===== config.mk =====
export PLATFORM = sky130hd
export DESIGN_NAME = nfu_serial_top
export DESIGN_NICKNAME = d
export VERILOG_FILES = /design/src/rtl/nfu_cfg_pkg.sv /design/src/rtl/nfu_types_pkg.sv /design/src/rtl/serial_adder_tree.sv /design/src/rtl/serial_ip_lane.sv /design/src/rtl/bit_counter.sv /design/src/rtl/nfu_controller.sv /design/src/rtl/neuron_serializer.sv /design/src/rtl/nfu_serial_top.sv
export SDC_FILE = /design/constraint.sdc
export NUM_CORES = 2
export LEC_CHECK = 0
export ABC_AREA = 0
export BUFFER_PORTS_ARGS = -buffer_cell sky130_fd_sc_hd__buf_2
export CAP_MARGIN = 30
export CORE_MARGIN = 4
export CORE_UTILIZATION = 55
export CTS_CLUSTER_SIZE = 20
export DETAILED_ROUTE_END_ITERATION = 10
export PLACE_DENSITY = 0.81
export SETUP_SLACK_MARGIN = 0.05
export SLEW_MARGIN = 20
export SYNTH_ARGS = -nofsm -noshare
export SYNTH_HDL_FRONTEND = slang
export SYNTH_SLANG_ARGS = --single-unit

===== constraint.sdc =====
create_clock -name clk -period 17.5 [get_ports clk]
set_input_delay 1.75 -clock clk [delete_from_list [all_inputs] [get_ports clk]]
set_output_delay 1.75 -clock clk [all_outputs]
set_load 0.01 [all_outputs]

===== src/rtl/nfu_cfg_pkg.sv =====
package nfu_cfg_pkg;

    // neuron, synapse and partial sum word width
    localparam int SYN_W = 16;

    // tile sizes
    // neurons per window (tree inputs)
    localparam int NFU_TI = 4;
    // filters
    localparam int NFU_TN = 4;
    // windows processed side by side
    localparam int NFU_TW = 2;

    // precision field, holds 1..16 (0 read as 16)
    localparam int PREC_W = 5;

    // shift-and-add accumulator
    localparam int ACC_W = 32;

    // levels of the adder tree
    localparam int TREE_DEPTH = $clog2(NFU_TI);
    // one extra bit per tree level
    localparam int TREE_GROW = TREE_DEPTH;

    // product width, one extra bit so negating the most negative synapse is exact
    localparam int PROD_W = SYN_W + 1;
    // tree output width
    localparam int TREE_W = PROD_W + TREE_GROW;

endpackage


===== src/rtl/nfu_types_pkg.sv =====
package nfu_types_pkg;

    import nfu_cfg_pkg::*;

    // ti synapses of one filter
    typedef logic [NFU_TI-1:0][SYN_W-1:0] synapse_vec_t;

    // all filters of a job
    typedef synapse_vec_t [NFU_TN-1:0] synapse_grid_t;

    // ti neurons of each window, low P bits significant
    typedef logic [NFU_TW-1:0][NFU_TI-1:0][SYN_W-1:0] neuron_grid_t;

    // one word per (window, filter), window-major
    typedef logic [NFU_TW-1:0][NFU_TN-1:0][SYN_W-1:0] out_grid_t;

    // one serial bit per neuron of each window
    typedef logic [NFU_TW-1:0][NFU_TI-1:0] bit_grid_t;

    // complete job as handed in
    typedef struct packed {
        neuron_grid_t neurons;
        synapse_grid_t synapses;
        // partial sums from the output buffer
        out_grid_t nbout;
        logic [PREC_W-1:0] precision;
        // pooling, signed max instead of sum
        logic max_mode;
    } nfu_job_t;

    // finished outputs of the tile
    typedef struct packed {
        out_grid_t words;
    } nfu_result_t;

    // per-cycle lane control
    typedef struct packed {
        // a neuron bit is on the lane inputs
        logic bit_valid;
        // sign bit, products get negated
        logic first;
        // lsb of the neuron
        logic last;
    } lane_ctl_t;

endpackage


===== src/rtl/serial_adder_tree.sv =====
`timescale 1ns/1ps

module serial_adder_tree #(
    parameter int IN_W = 17,
    parameter int N_IN = 4
) (
    input logic clk,
    input logic signed [IN_W-1:0] i_vals [N_IN],
    output logic signed [IN_W+nfu_cfg_pkg::TREE_GROW-1:0] o_sum
);

    import nfu_cfg_pkg::*;

    // number of pairwise levels
    localparam int LVLS = $clog2(N_IN);

    genvar l;
    genvar j;

    // level 0 holds the inputs, level l holds N_IN >> l values of IN_W + l bits
    for (l = 0; l <= LVLS; l++) begin : g_lvl
        localparam int LW = IN_W + l;
        localparam int CNT = N_IN >> l;

        logic signed [LW-1:0] val [CNT];

        if (l == 0) begin : g_in
            for (j = 0; j < CNT; j++) begin : g_word
                assign val[j] = i_vals[j];
            end
        end else begin : g_add
            logic signed [LW-1:0] sum [CNT];

            // pairwise add, both operands sign extended by one bit
            for (j = 0; j < CNT; j++) begin : g_pair
                assign sum[j] = LW'(g_lvl[l-1].val[2*j]) + LW'(g_lvl[l-1].val[2*j+1]);
            end

            if (l == 1) begin : g_reg
                // pipeline cut after the first level
                always_ff @(posedge clk) begin
                    val <= sum;
                end
            end else begin : g_comb
                // later levels settle within the next cycle
                assign val = sum;
            end
        end
    end

    // root of the tree
    assign o_sum = (IN_W + TREE_GROW)'(g_lvl[LVLS].val[0]);

endmodule


===== src/rtl/serial_ip_lane.sv =====
`timescale 1ns/1ps

module serial_ip_lane (
    input logic clk,
    input logic reset,
    input nfu_types_pkg::lane_ctl_t i_ctl,
    input logic [nfu_cfg_pkg::NFU_TI-1:0] i_bits,
    input nfu_types_pkg::synapse_vec_t i_synapses,
    input logic [nfu_cfg_pkg::SYN_W-1:0] i_nbout,
    input logic i_max_mode,
    output logic [nfu_cfg_pkg::SYN_W-1:0] o_out
);

    import nfu_cfg_pkg::*;
    import nfu_types_pkg::*;

    logic signed [PROD_W-1:0] prod [NFU_TI];
    logic signed [TREE_W-1:0] tree_sum;
    logic signed [ACC_W-1:0] tree_ext;
    logic signed [ACC_W-1:0] acc_q;
    logic [SYN_W-1:0] acc_lo;
    lane_ctl_t ctl_q;

    genvar gi;

    // 1-bit products, negated for the sign bit
    for (gi = 0; gi < NFU_TI; gi++) begin : g_prod
        logic signed [PROD_W-1:0] syn_ext;

        assign syn_ext = PROD_W'($signed(i_synapses[gi]));
        assign prod[gi] = !i_bits[gi] ? '0 : (i_ctl.first ? -syn_ext : syn_ext);
    end

    serial_adder_tree #(
        .IN_W(PROD_W),
        .N_IN(NFU_TI)
    ) u_tree (
        .clk(clk),
        .i_vals(prod),
        .o_sum(tree_sum)
    );

    // control lags by one to line up with the tree register
    always_ff @(posedge clk) begin
        if (reset) begin
            ctl_q <= '0;
        end else begin
            ctl_q <= i_ctl;
        end
    end

    assign tree_ext = ACC_W'(tree_sum);

    // shift-and-add, msb first
    // sign bit restarts the sum
    always_ff @(posedge clk) begin
        if (ctl_q.bit_valid) begin
            if (ctl_q.first) begin
                acc_q <= tree_ext;
            end else begin
                acc_q <= tree_ext + (acc_q <<< 1);
            end
        end
    end

    assign acc_lo = acc_q[SYN_W-1:0];

    // partial sum joins after accumulation
    always_comb begin
        if (i_max_mode) begin
            // pooling, signed compare of the low words
            o_out = ($signed(acc_lo) > $signed(i_nbout)) ? acc_lo : i_nbout;
        end else begin
            // wraps modulo 2^16
            o_out = acc_lo + i_nbout;
        end
    end

endmodule


===== src/rtl/bit_counter.sv =====
`timescale 1ns/1ps

module bit_counter (
    input logic clk,
    input logic reset,
    input logic i_load,
    input logic [nfu_cfg_pkg::PREC_W-1:0] i_precision,
    input logic i_step,
    output logic o_first,
    output logic o_last
);

    import nfu_cfg_pkg::*;

    // bits still to be issued, including the current one
    logic [PREC_W-1:0] remain_q;
    logic first_q;
    logic [PREC_W-1:0] prec_eff;

    // zero means full width
    assign prec_eff = (i_precision == '0) ? PREC_W'(SYN_W) : i_precision;

    always_ff @(posedge clk) begin
        if (reset) begin
            remain_q <= '0;
            first_q <= 1'b0;
        end else if (i_load) begin
            remain_q <= prec_eff;
            first_q <= 1'b1;
        end else if (i_step) begin
            remain_q <= remain_q - 1'b1;
            first_q <= 1'b0;
        end
    end

    // sign bit pending
    assign o_first = first_q;
    // P = 1 raises both flags together
    assign o_last = (remain_q == PREC_W'(1));

endmodule


===== src/rtl/nfu_controller.sv =====
`timescale 1ns/1ps

module nfu_controller (
    input logic clk,
    input logic reset,
    input logic i_job_valid,
    input logic i_res_ready,
    input logic i_first,
    input logic i_last,
    output logic o_job_ready,
    output logic o_res_valid,
    output logic o_load,
    output logic o_step,
    output nfu_types_pkg::lane_ctl_t o_lane_ctl
);

    typedef enum logic [1:0] {
        ST_IDLE,
        ST_STREAM,
        ST_DRAIN,
        ST_HOLD
    } state_t;

    state_t state_q;
    state_t state_d;
    // high in the second drain cycle
    logic drain_q;

    always_ff @(posedge clk) begin
        if (reset) begin
            state_q <= ST_IDLE;
            drain_q <= 1'b0;
        end else begin
            state_q <= state_d;
            drain_q <= (state_q == ST_DRAIN) && !drain_q;
        end
    end

    always_comb begin
        state_d = state_q;
        case (state_q)
            ST_IDLE: begin
                if (i_job_valid) begin
                    state_d = ST_STREAM;
                end
            end
            // one neuron bit per cycle
            ST_STREAM: begin
                if (i_last) begin
                    state_d = ST_DRAIN;
                end
            end
            // tree register, then accumulator
            ST_DRAIN: begin
                if (drain_q) begin
                    state_d = ST_HOLD;
                end
            end
            // result held until taken
            ST_HOLD: begin
                if (i_res_ready) begin
                    state_d = ST_IDLE;
                end
            end
            default: begin
                state_d = ST_IDLE;
            end
        endcase
    end

    // one job in flight
    assign o_job_ready = (state_q == ST_IDLE);
    assign o_load = o_job_ready && i_job_valid;
    assign o_step = (state_q == ST_STREAM);
    assign o_res_valid = (state_q == ST_HOLD);

    // lanes only see bits while streaming
    always_comb begin
        o_lane_ctl.bit_valid = o_step;
        o_lane_ctl.first = o_step && i_first;
        o_lane_ctl.last = o_step && i_last;
    end

endmodule


===== src/rtl/neuron_serializer.sv =====
`timescale 1ns/1ps

module neuron_serializer (
    input logic clk,
    input logic reset,
    input logic i_load,
    input nfu_types_pkg::neuron_grid_t i_neurons,
    input logic [nfu_cfg_pkg::PREC_W-1:0] i_precision,
    input logic i_step,
    output nfu_types_pkg::bit_grid_t o_bits
);

    import nfu_cfg_pkg::*;
    import nfu_types_pkg::*;

    neuron_grid_t sh_q;
    // left shift that puts the sign bit at the msb
    logic [PREC_W-1:0] shamt;

    // precision 0 stands for 16, no shift
    assign shamt = (i_precision == '0) ? '0 : PREC_W'(SYN_W) - i_precision;

    always_ff @(posedge clk) begin
        if (reset) begin
            sh_q <= '0;
        end else if (i_load) begin
            for (int w = 0; w < NFU_TW; w++) begin
                for (int i = 0; i < NFU_TI; i++) begin
                    sh_q[w][i] <= i_neurons[w][i] << shamt;
                end
            end
        end else if (i_step) begin
            // next lower bit moves up
            for (int w = 0; w < NFU_TW; w++) begin
                for (int i = 0; i < NFU_TI; i++) begin
                    sh_q[w][i] <= sh_q[w][i] << 1;
                end
            end
        end
    end

    // msb of every word
    always_comb begin
        for (int w = 0; w < NFU_TW; w++) begin
            for (int i = 0; i < NFU_TI; i++) begin
                o_bits[w][i] = sh_q[w][i][SYN_W-1];
            end
        end
    end

endmodule


===== src/rtl/nfu_serial_top.sv =====
`timescale 1ns/1ps

module nfu_serial_top (
    input logic clk,
    input logic reset,
    input nfu_types_pkg::nfu_job_t i_job,
    input logic i_job_valid,
    output logic o_job_ready,
    output nfu_types_pkg::nfu_result_t o_res,
    output logic o_res_valid,
    input logic i_res_ready
);

    import nfu_cfg_pkg::*;
    import nfu_types_pkg::*;

    logic load;
    logic step;
    logic first;
    logic last;
    lane_ctl_t lane_ctl;
    bit_grid_t ser_bits;

    // job fields used for the whole job
    synapse_grid_t syn_q;
    out_grid_t nbout_q;
    logic max_q;
    out_grid_t lane_out;

    nfu_controller u_ctrl (
        .clk(clk),
        .reset(reset),
        .i_job_valid(i_job_valid),
        .i_res_ready(i_res_ready),
        .i_first(first),
        .i_last(last),
        .o_job_ready(o_job_ready),
        .o_res_valid(o_res_valid),
        .o_load(load),
        .o_step(step),
        .o_lane_ctl(lane_ctl)
    );

    bit_counter u_cnt (
        .clk(clk),
        .reset(reset),
        .i_load(load),
        .i_precision(i_job.precision),
        .i_step(step),
        .o_first(first),
        .o_last(last)
    );

    neuron_serializer u_ser (
        .clk(clk),
        .reset(reset),
        .i_load(load),
        .i_neurons(i_job.neurons),
        .i_precision(i_job.precision),
        .i_step(step),
        .o_bits(ser_bits)
    );

    // captured on acceptance
    always_ff @(posedge clk) begin
        if (load) begin
            syn_q <= i_job.synapses;
            nbout_q <= i_job.nbout;
            max_q <= i_job.max_mode;
        end
    end

    genvar w;
    genvar n;

    // lane (w, n): window w bits against filter n
    for (w = 0; w < NFU_TW; w++) begin : g_win
        for (n = 0; n < NFU_TN; n++) begin : g_flt
            serial_ip_lane u_lane (
                .clk(clk),
                .reset(reset),
                .i_ctl(lane_ctl),
                .i_bits(ser_bits[w]),
                .i_synapses(syn_q[n]),
                .i_nbout(nbout_q[w][n]),
                .i_max_mode(max_q),
                .o_out(lane_out[w][n])
            );
        end
    end

    assign o_res.words = lane_out;

endmodule


Yosys cells after proc, flatten, opt, wreduce, memory -nomap -nowiden
Cells that the tools add are included.

word-level totals
  register bits = 908
  bits in latches = 0
  memory bits (writable) = 0
  ROM bits = 0
  bits of input ports = 522
  output and inout port bits = 130
  word-level logic and storage cells = 238
  memories = 0

operators by class
  add/sub/neg operators = 58
  $mul = 0
  div/mod/pow operators = 0
  order comparisons = 8
  equal/unequal tests = 8
  shift operators = 8
  muxes and demuxes = 85
  bitwise operators = 0
  reduce and logical (&&, ||, !) cells = 8

operators by type and width
  operator                                                number
  2-to-1 mux 16 bit                                       72
  adder 16 bit                                            40
  2-to-1 mux 128 bit                                      2
  negation 16 bit                                         16
  > comparator 16 bit                                     8
  left shift 16 x 5 -> 16 bit                             8
  2-to-1 mux 5 bit                                        4
  2-to-1 mux 2 bit                                        4
  one-hot mux 2 bit (4 select lines)                      1
  inequality test 2 x 1 -> 1 bit (second input constant)  3
  == test 5 x 1 -> 1 bit (second input constant)          1
  logical NOT 5 bit                                       1
  subtractor 5 x 1 -> 5 bit (second input constant)       1
  subtractor 5 bit (first input constant)                 1
  == test 2 bit (second input constant)                   2
  AND reduction 4 bit                                     1
  logical AND 1 bit                                       3
  == test 2 x 1 -> 1 bit (second input constant)          1
  logical NOT 2 bit                                       1
  2-to-1 mux 1 bit                                        2
  inequality test 2 bit (second input constant)           1
  nonzero test 2 bit                                      1
  logical NOT 1 bit                                       1

Depth between registers and ports, before layout
  depth after elaboration = 5
  depth in mapped cells = 17

By module
A second synthesis with hierarchy kept.

unflattened totals
  cells, all modules = 10049
  area total of the unflattened synthesis = 85953.7 µm²

modules (own cells, without submodules)
  module                                                   times used  cells each  area an instance (µm²)  sequential area each (µm²)
  serial_adder_tree (g_win[0].g_flt[0].u_lane.u_tree ...)  6           394         3310.7                  720.7
  serial_ip_lane (g_win[1].g_flt[1].u_lane ...)            3           609         4528.1                  520.5
  serial_ip_lane (g_win[0].g_flt[0].u_lane ...)            3           602         4506.8                  520.5
  nfu_serial_top                                           1           385         11561.1                 11561.1
  neuron_serializer                                        1           1633        11370.9                 2562.5
  serial_ip_lane (g_win[1].g_flt[0].u_lane)                1           595         4519.3                  520.5
  serial_ip_lane (g_win[0].g_flt[3].u_lane)                1           604         4493.1                  520.5
  serial_adder_tree (g_win[0].g_flt[3].u_lane.u_tree)      1           384         3225.6                  720.7
  serial_adder_tree (g_win[0].g_flt[2].u_lane.u_tree)      1           390         3221.8                  720.7
  bit_counter                                              1           35          330.3                   120.1
  nfu_controller                                           1           26          262.8                   60.1

Least setup slack after synthesis
OpenSTA, ideal clock, no wires.

  path kind = input -> register
  start point = in i_job_valid
  end point = reg u_cnt.remain_q[0]
  setup time = 0.645 ns
  arrival = 13.263 ns
  data required time = 16.855 ns
  setup slack = 3.591 ns
  cell stages on the path = 6
  cells stage by stage = nand2_1 clkbuf_1 inv_1 clkbuf_1 buf_1 a211oi_1

on the way
  longest elaborated chain between the ends = 2
  elaborated cells on any way between the ends = 3
  classes of those cells = mux: 1; reduce/logical: 2

ends and longest elaborated chain
  item                                                    RTL line              text
  start, declared                                         nfu_serial_top.sv:7   input logic i_job_valid,
  logical AND 1 bit *                                     nfu_controller.sv:73  assign o_load = o_job_ready && i_job_valid;
  named net load                                          nfu_serial_top.sv:17  logic load;
  2-to-1 mux 5 bit or nonzero test 2 bit (tied branches)  --
  end signal, assigned                                    bit_counter.sv:28     remain_q <= prec_eff;
  end signal, assigned                                    bit_counter.sv:31     remain_q <= remain_q - 1'b1;
  end, declared                                           bit_counter.sv:16     logic [PREC_W-1:0] remain_q;

The timed path passes the listed nets; every way through them passes the cells marked *.
A chain may end at the register's enable or synchronous reset.

==> impl_metrics.ini <==
[yosys]
synth_nets = 9253
yosys.area.top_type = edfxtp_1
synth_top_area_share_pct = 21.5
ys.flop_type = edfxtp_1
synth_cells = 7924
synth_seq_cells = 908
syn_avg_cell_area_um2 = 9.06
synth_cell_types = 85
ys_top_cells_by_area = edfxtp_1 (21%), ha_1 (13%), dfxtp_1 (11%)
yosysSeqAreaShare_pct = 32.5
synth_area_mm2 = 0.0718
async_flop_share_pct = 0
synth_edf_count = 513
ys_warn_count = 0

[critical_path]
cp_num_buf_inv = 2
slowest_stage = a31oi_2
worstPathArrival_ns = 4.35
max_stage_delay_ns = 0.60
cp.required_ns = 15.75
critPathKind = reg -> out
path_delay_family = compound AO/OA/AOI/OAI gates
cp_max_fo = 9
crit_path_end_kind = output pin
startpoint_type = register
cpMostUsedCell = mux2i_1
path_cells = ha_1 -> nand4_1 -> or4_1 -> a211oi_1 -> nor3_1 -> mux2i_1 -> a31oi_2 -> buf_4 -> mux2i_1 -> a221oi_1 -> buf_2

[clock_network]
clkSinkCount = 908
cts_hold_buffers = 0
clk_pin_slew_worst_paths_ns = 0.06
clockBufferDepth = 3
cts_setup_buffers = 0
clock_latency_ns = 0.73
cts_buffers = 105
post_cts_resized = 0
cts_tree = built
cts_max_level = 3
cts_root_buf = clkbuf_16

[global_routing]
grt_pass1_vias = 58701
grt_antenna_before_repair = 102
gr-total-overflow = 0
grt_util_all_layers_pct = 30.2
grt_pass1_wl_um = 328000
grt_max_degree = 144

[routing]
antenna_left = 0
drt-pass1-iter-count = 6
wirelength_um = 214000
via_per_inst = 5.92
num_vias = 61411
drc = 0
drt-initial-drc-count = 5886
routedWlPerCell_um = 20.7

[die]
die_h_um = 369
initial_utilization_pct = 55.4
die_area_mm2 = 0.136
core_mm2 = 0.129
row_count = 132
die_w_um = 369
io-pin-count = 652

[final_layout]
synthToLayoutAreaGrowth_pct = 12.3
fillers = 10813
multi_input_area_mm2 = 0.0455
layoutNonFillerInstCount = 10376
nets = 9803
regArea_mm2 = 0.0233
drive_gt1_share_pct = 12.2

[sta]
setup_violations = 0
skew_ns = 0.0261
period_needed_ns = 6.10
fin_crit_sh_pct = 34.9
rsz0062_at_grt = false
hold_viol_final = 0
final.setup.tns_ns = 0
setup_ws_ns = 11.40
maxSlewViolCount = 0
worstMarginPinSlew_ns = 1.06
relSlewSlack_pct = 28.9
clock.fmax_mhz = 164

[run_status]
status = finished, final reports clean

[pwr]
p_leak_nw = 36.0
finalPower_w = 0.0147
internal-power_w = 0.00811
switchingPower_w = 0.00658
ir_worst_vdd_mv = 0.109
p_sw_share_pct = 44.8
power_frac_seq_pct = 25.9
clkPwrFrac_pct = 15.8
pwr-share-comb_pct = 58.2
powerDensity_mw_per_mm2 = 182

[placement]
io_buffers = 651
dp_slack_ns = 11.86
gp_congestion = 0.992
post-place-cells = 10103
place_hpwl_um = 168000

[run]
cap_viol_max_count = 0

[min_path]
min_path_type = reg -> reg
path summary, 6_finish.rpt:
| path | end | cells past startpoint | slack, ns | start |
|---|---|---|---|---|
| worst max-delay path | o_res[15] | 11 | 11.40 | g_win[0].g_flt[0].u_lane.acc_q[14] |
| worst min-delay path | u_ctrl.drain_q | 1 | 0.42 | u_ctrl.drain_q |
| worst min register to register | u_ctrl.drain_q | 1 | 0.42 | u_ctrl.drain_q |
| worst max register to register | g_win[1].g_flt[3].u_lane.u_tree.g_lvl[1].val[10] | 17 | 11.87 | u_ctrl.state_q[1] |
power by group through the flow:
stage          clock network (W)  logic [W]  registers [W]
2_1_floorplan                  0    0.00624        0.00371
3_3_place_gp                   0    0.00812        0.00380
3_5_place_dp                   0    0.00837        0.00383
4_1_cts                  0.00237    0.00844        0.00379
5_1_grt                  0.00246    0.00941        0.00387
6_report                 0.00233    0.00856        0.00381
kinds of logic (layout without fill, tap and decap cells):
kind of cell / count (synthesis) / in the layout / synth area share (%)
xor+xnor: 732 / 732 / 9.00
other cells: 0 / 69 / 0
flops: 908 / 908 / 32.5
compound gates: 1768 / 1768 / 15.3
fa+ha+maj: 807 / 807 / 14.5
buf+inv: 764 / 1405 / 4.17
simple gates: 2455 / 2455 / 17.1
mux: 490 / 490 / 7.42
worst reg2reg max path: stages, from the launching register on:
cell      delay (ns)
dfxtp_1         0.38
inv_1           0.10
ha_4            0.34
nand2_4         0.44
buf_4           0.63
buf_4           0.81
nor2_1          0.17
xnor2_1         0.25
nor2b_1         0.08
ha_1            0.32
nor2b_1         0.14
o21ai_0         0.24
a21boi_0        0.18
o21ai_0         0.23
a21boi_0        0.23
o211a_1         0.30
or4b_2          0.64
nand3_1         0.10
area by class of cell:
type / count / share of cell area [%]
Inverter: 499 / 2.33
Antenna cell: 69 / 0.214
Sequential cell: 908 / 28.9
Clock buffer: 126 / 3.70
Clock inverter: 72 / 0.861
Multi-Input combinational cell: 6252 / 56.5
Timing Repair Buffer: 708 / 4.75
Tap cell: 1742 / 2.70
through the flow:
stage	util, %	cell area [um2]	hold slack, ns
3_5_place_dp	59.2	76600	0.411
2_1_floorplan	-	71800	0.399
3_3_place_gp	59.1	76500	0.407
5_1_grt	62.2	80500	0.435
6_report	62.3	80600	0.417
4_1_cts	62.0	80300	0.419
routing by layer:
| layer | track usage (%) | up-vias | routed length [um] |
|---|---|---|---|
| li1 | - | 29315 | - |
| met1 | 41.3 | 28978 | 92300 |
| met2 | 46.1 | 2615 | 91900 |
| met3 | 7.15 | 461 | 21000 |
| met4 | 11.9 | 42 | 9030 |
| met5 | 0 | - | 299 |
state kept, by name, indices dropped and copies added, names as in the netlist:
register and flops:
nbout_q 128, u_ser.sh_q 120, max_q 1, syn_q 256, u_ctrl.drain_q 1, u_ctrl.state_q 2, u_ser.o_bits 8, g_win.g_flt.u_lane.u_tree.g_lvl.val 256
u_cnt.o_first 1, u_cnt.remain_q 5, g_win.g_flt.u_lane.acc_q 128, g_win.g_flt.u_lane.ctl_q 2
placed cells by master, fill, tap and decap left out, types with 193 or more instances in the layout:
| cell | netlist | routed |
|---|---|---|
| xnor2_1 | 486 | 485 |
| a21oi_1 | 618 | 618 |
| nand2_1 | 432 | 430 |
| mux2i_1 | 409 | 407 |
| dfxtp_1 | 395 | 385 |
| buf_2 | 14 | 650 |
| o21ai_0 | 366 | 366 |
| xor2_1 | 242 | 242 |
| edfxtp_1 | 513 | 513 |
| nor3_1 | 265 | 263 |
| nand2b_1 | 194 | 193 |
| ha_1 | 767 | 765 |
| nor2_1 | 680 | 679 |
| inv_1 | 497 | 495 |
| nor2b_1 | 494 | 493 |
cells in the mapped netlist, types with 43 or more instances:
| library cell | count |
|---|---|
| a211oi_1 | 57 |
| a21o_1 | 140 |
| a21oi_1 | 618 |
| a221oi_1 | 51 |
| a31oi_1 | 70 |
| and2_1 | 50 |
| and3_1 | 53 |
| clkbuf_1 | 209 |
| dfxtp_1 | 395 |
| edfxtp_1 | 513 |
| ha_1 | 767 |
| inv_1 | 497 |
| mux2_2 | 51 |
| mux2i_1 | 409 |
| nand2_1 | 432 |
| nand2b_1 | 194 |
| nand3_1 | 82 |
| nor2_1 | 680 |
| nor2b_1 | 494 |
| nor3_1 | 265 |
| nor4_1 | 43 |
| o21ai_0 | 366 |
| o21bai_1 | 80 |
| o22ai_1 | 50 |
| o31ai_1 | 51 |
| xnor2_1 | 486 |
| xor2_1 | 242 |
Power figures use the tool's default switching activity.
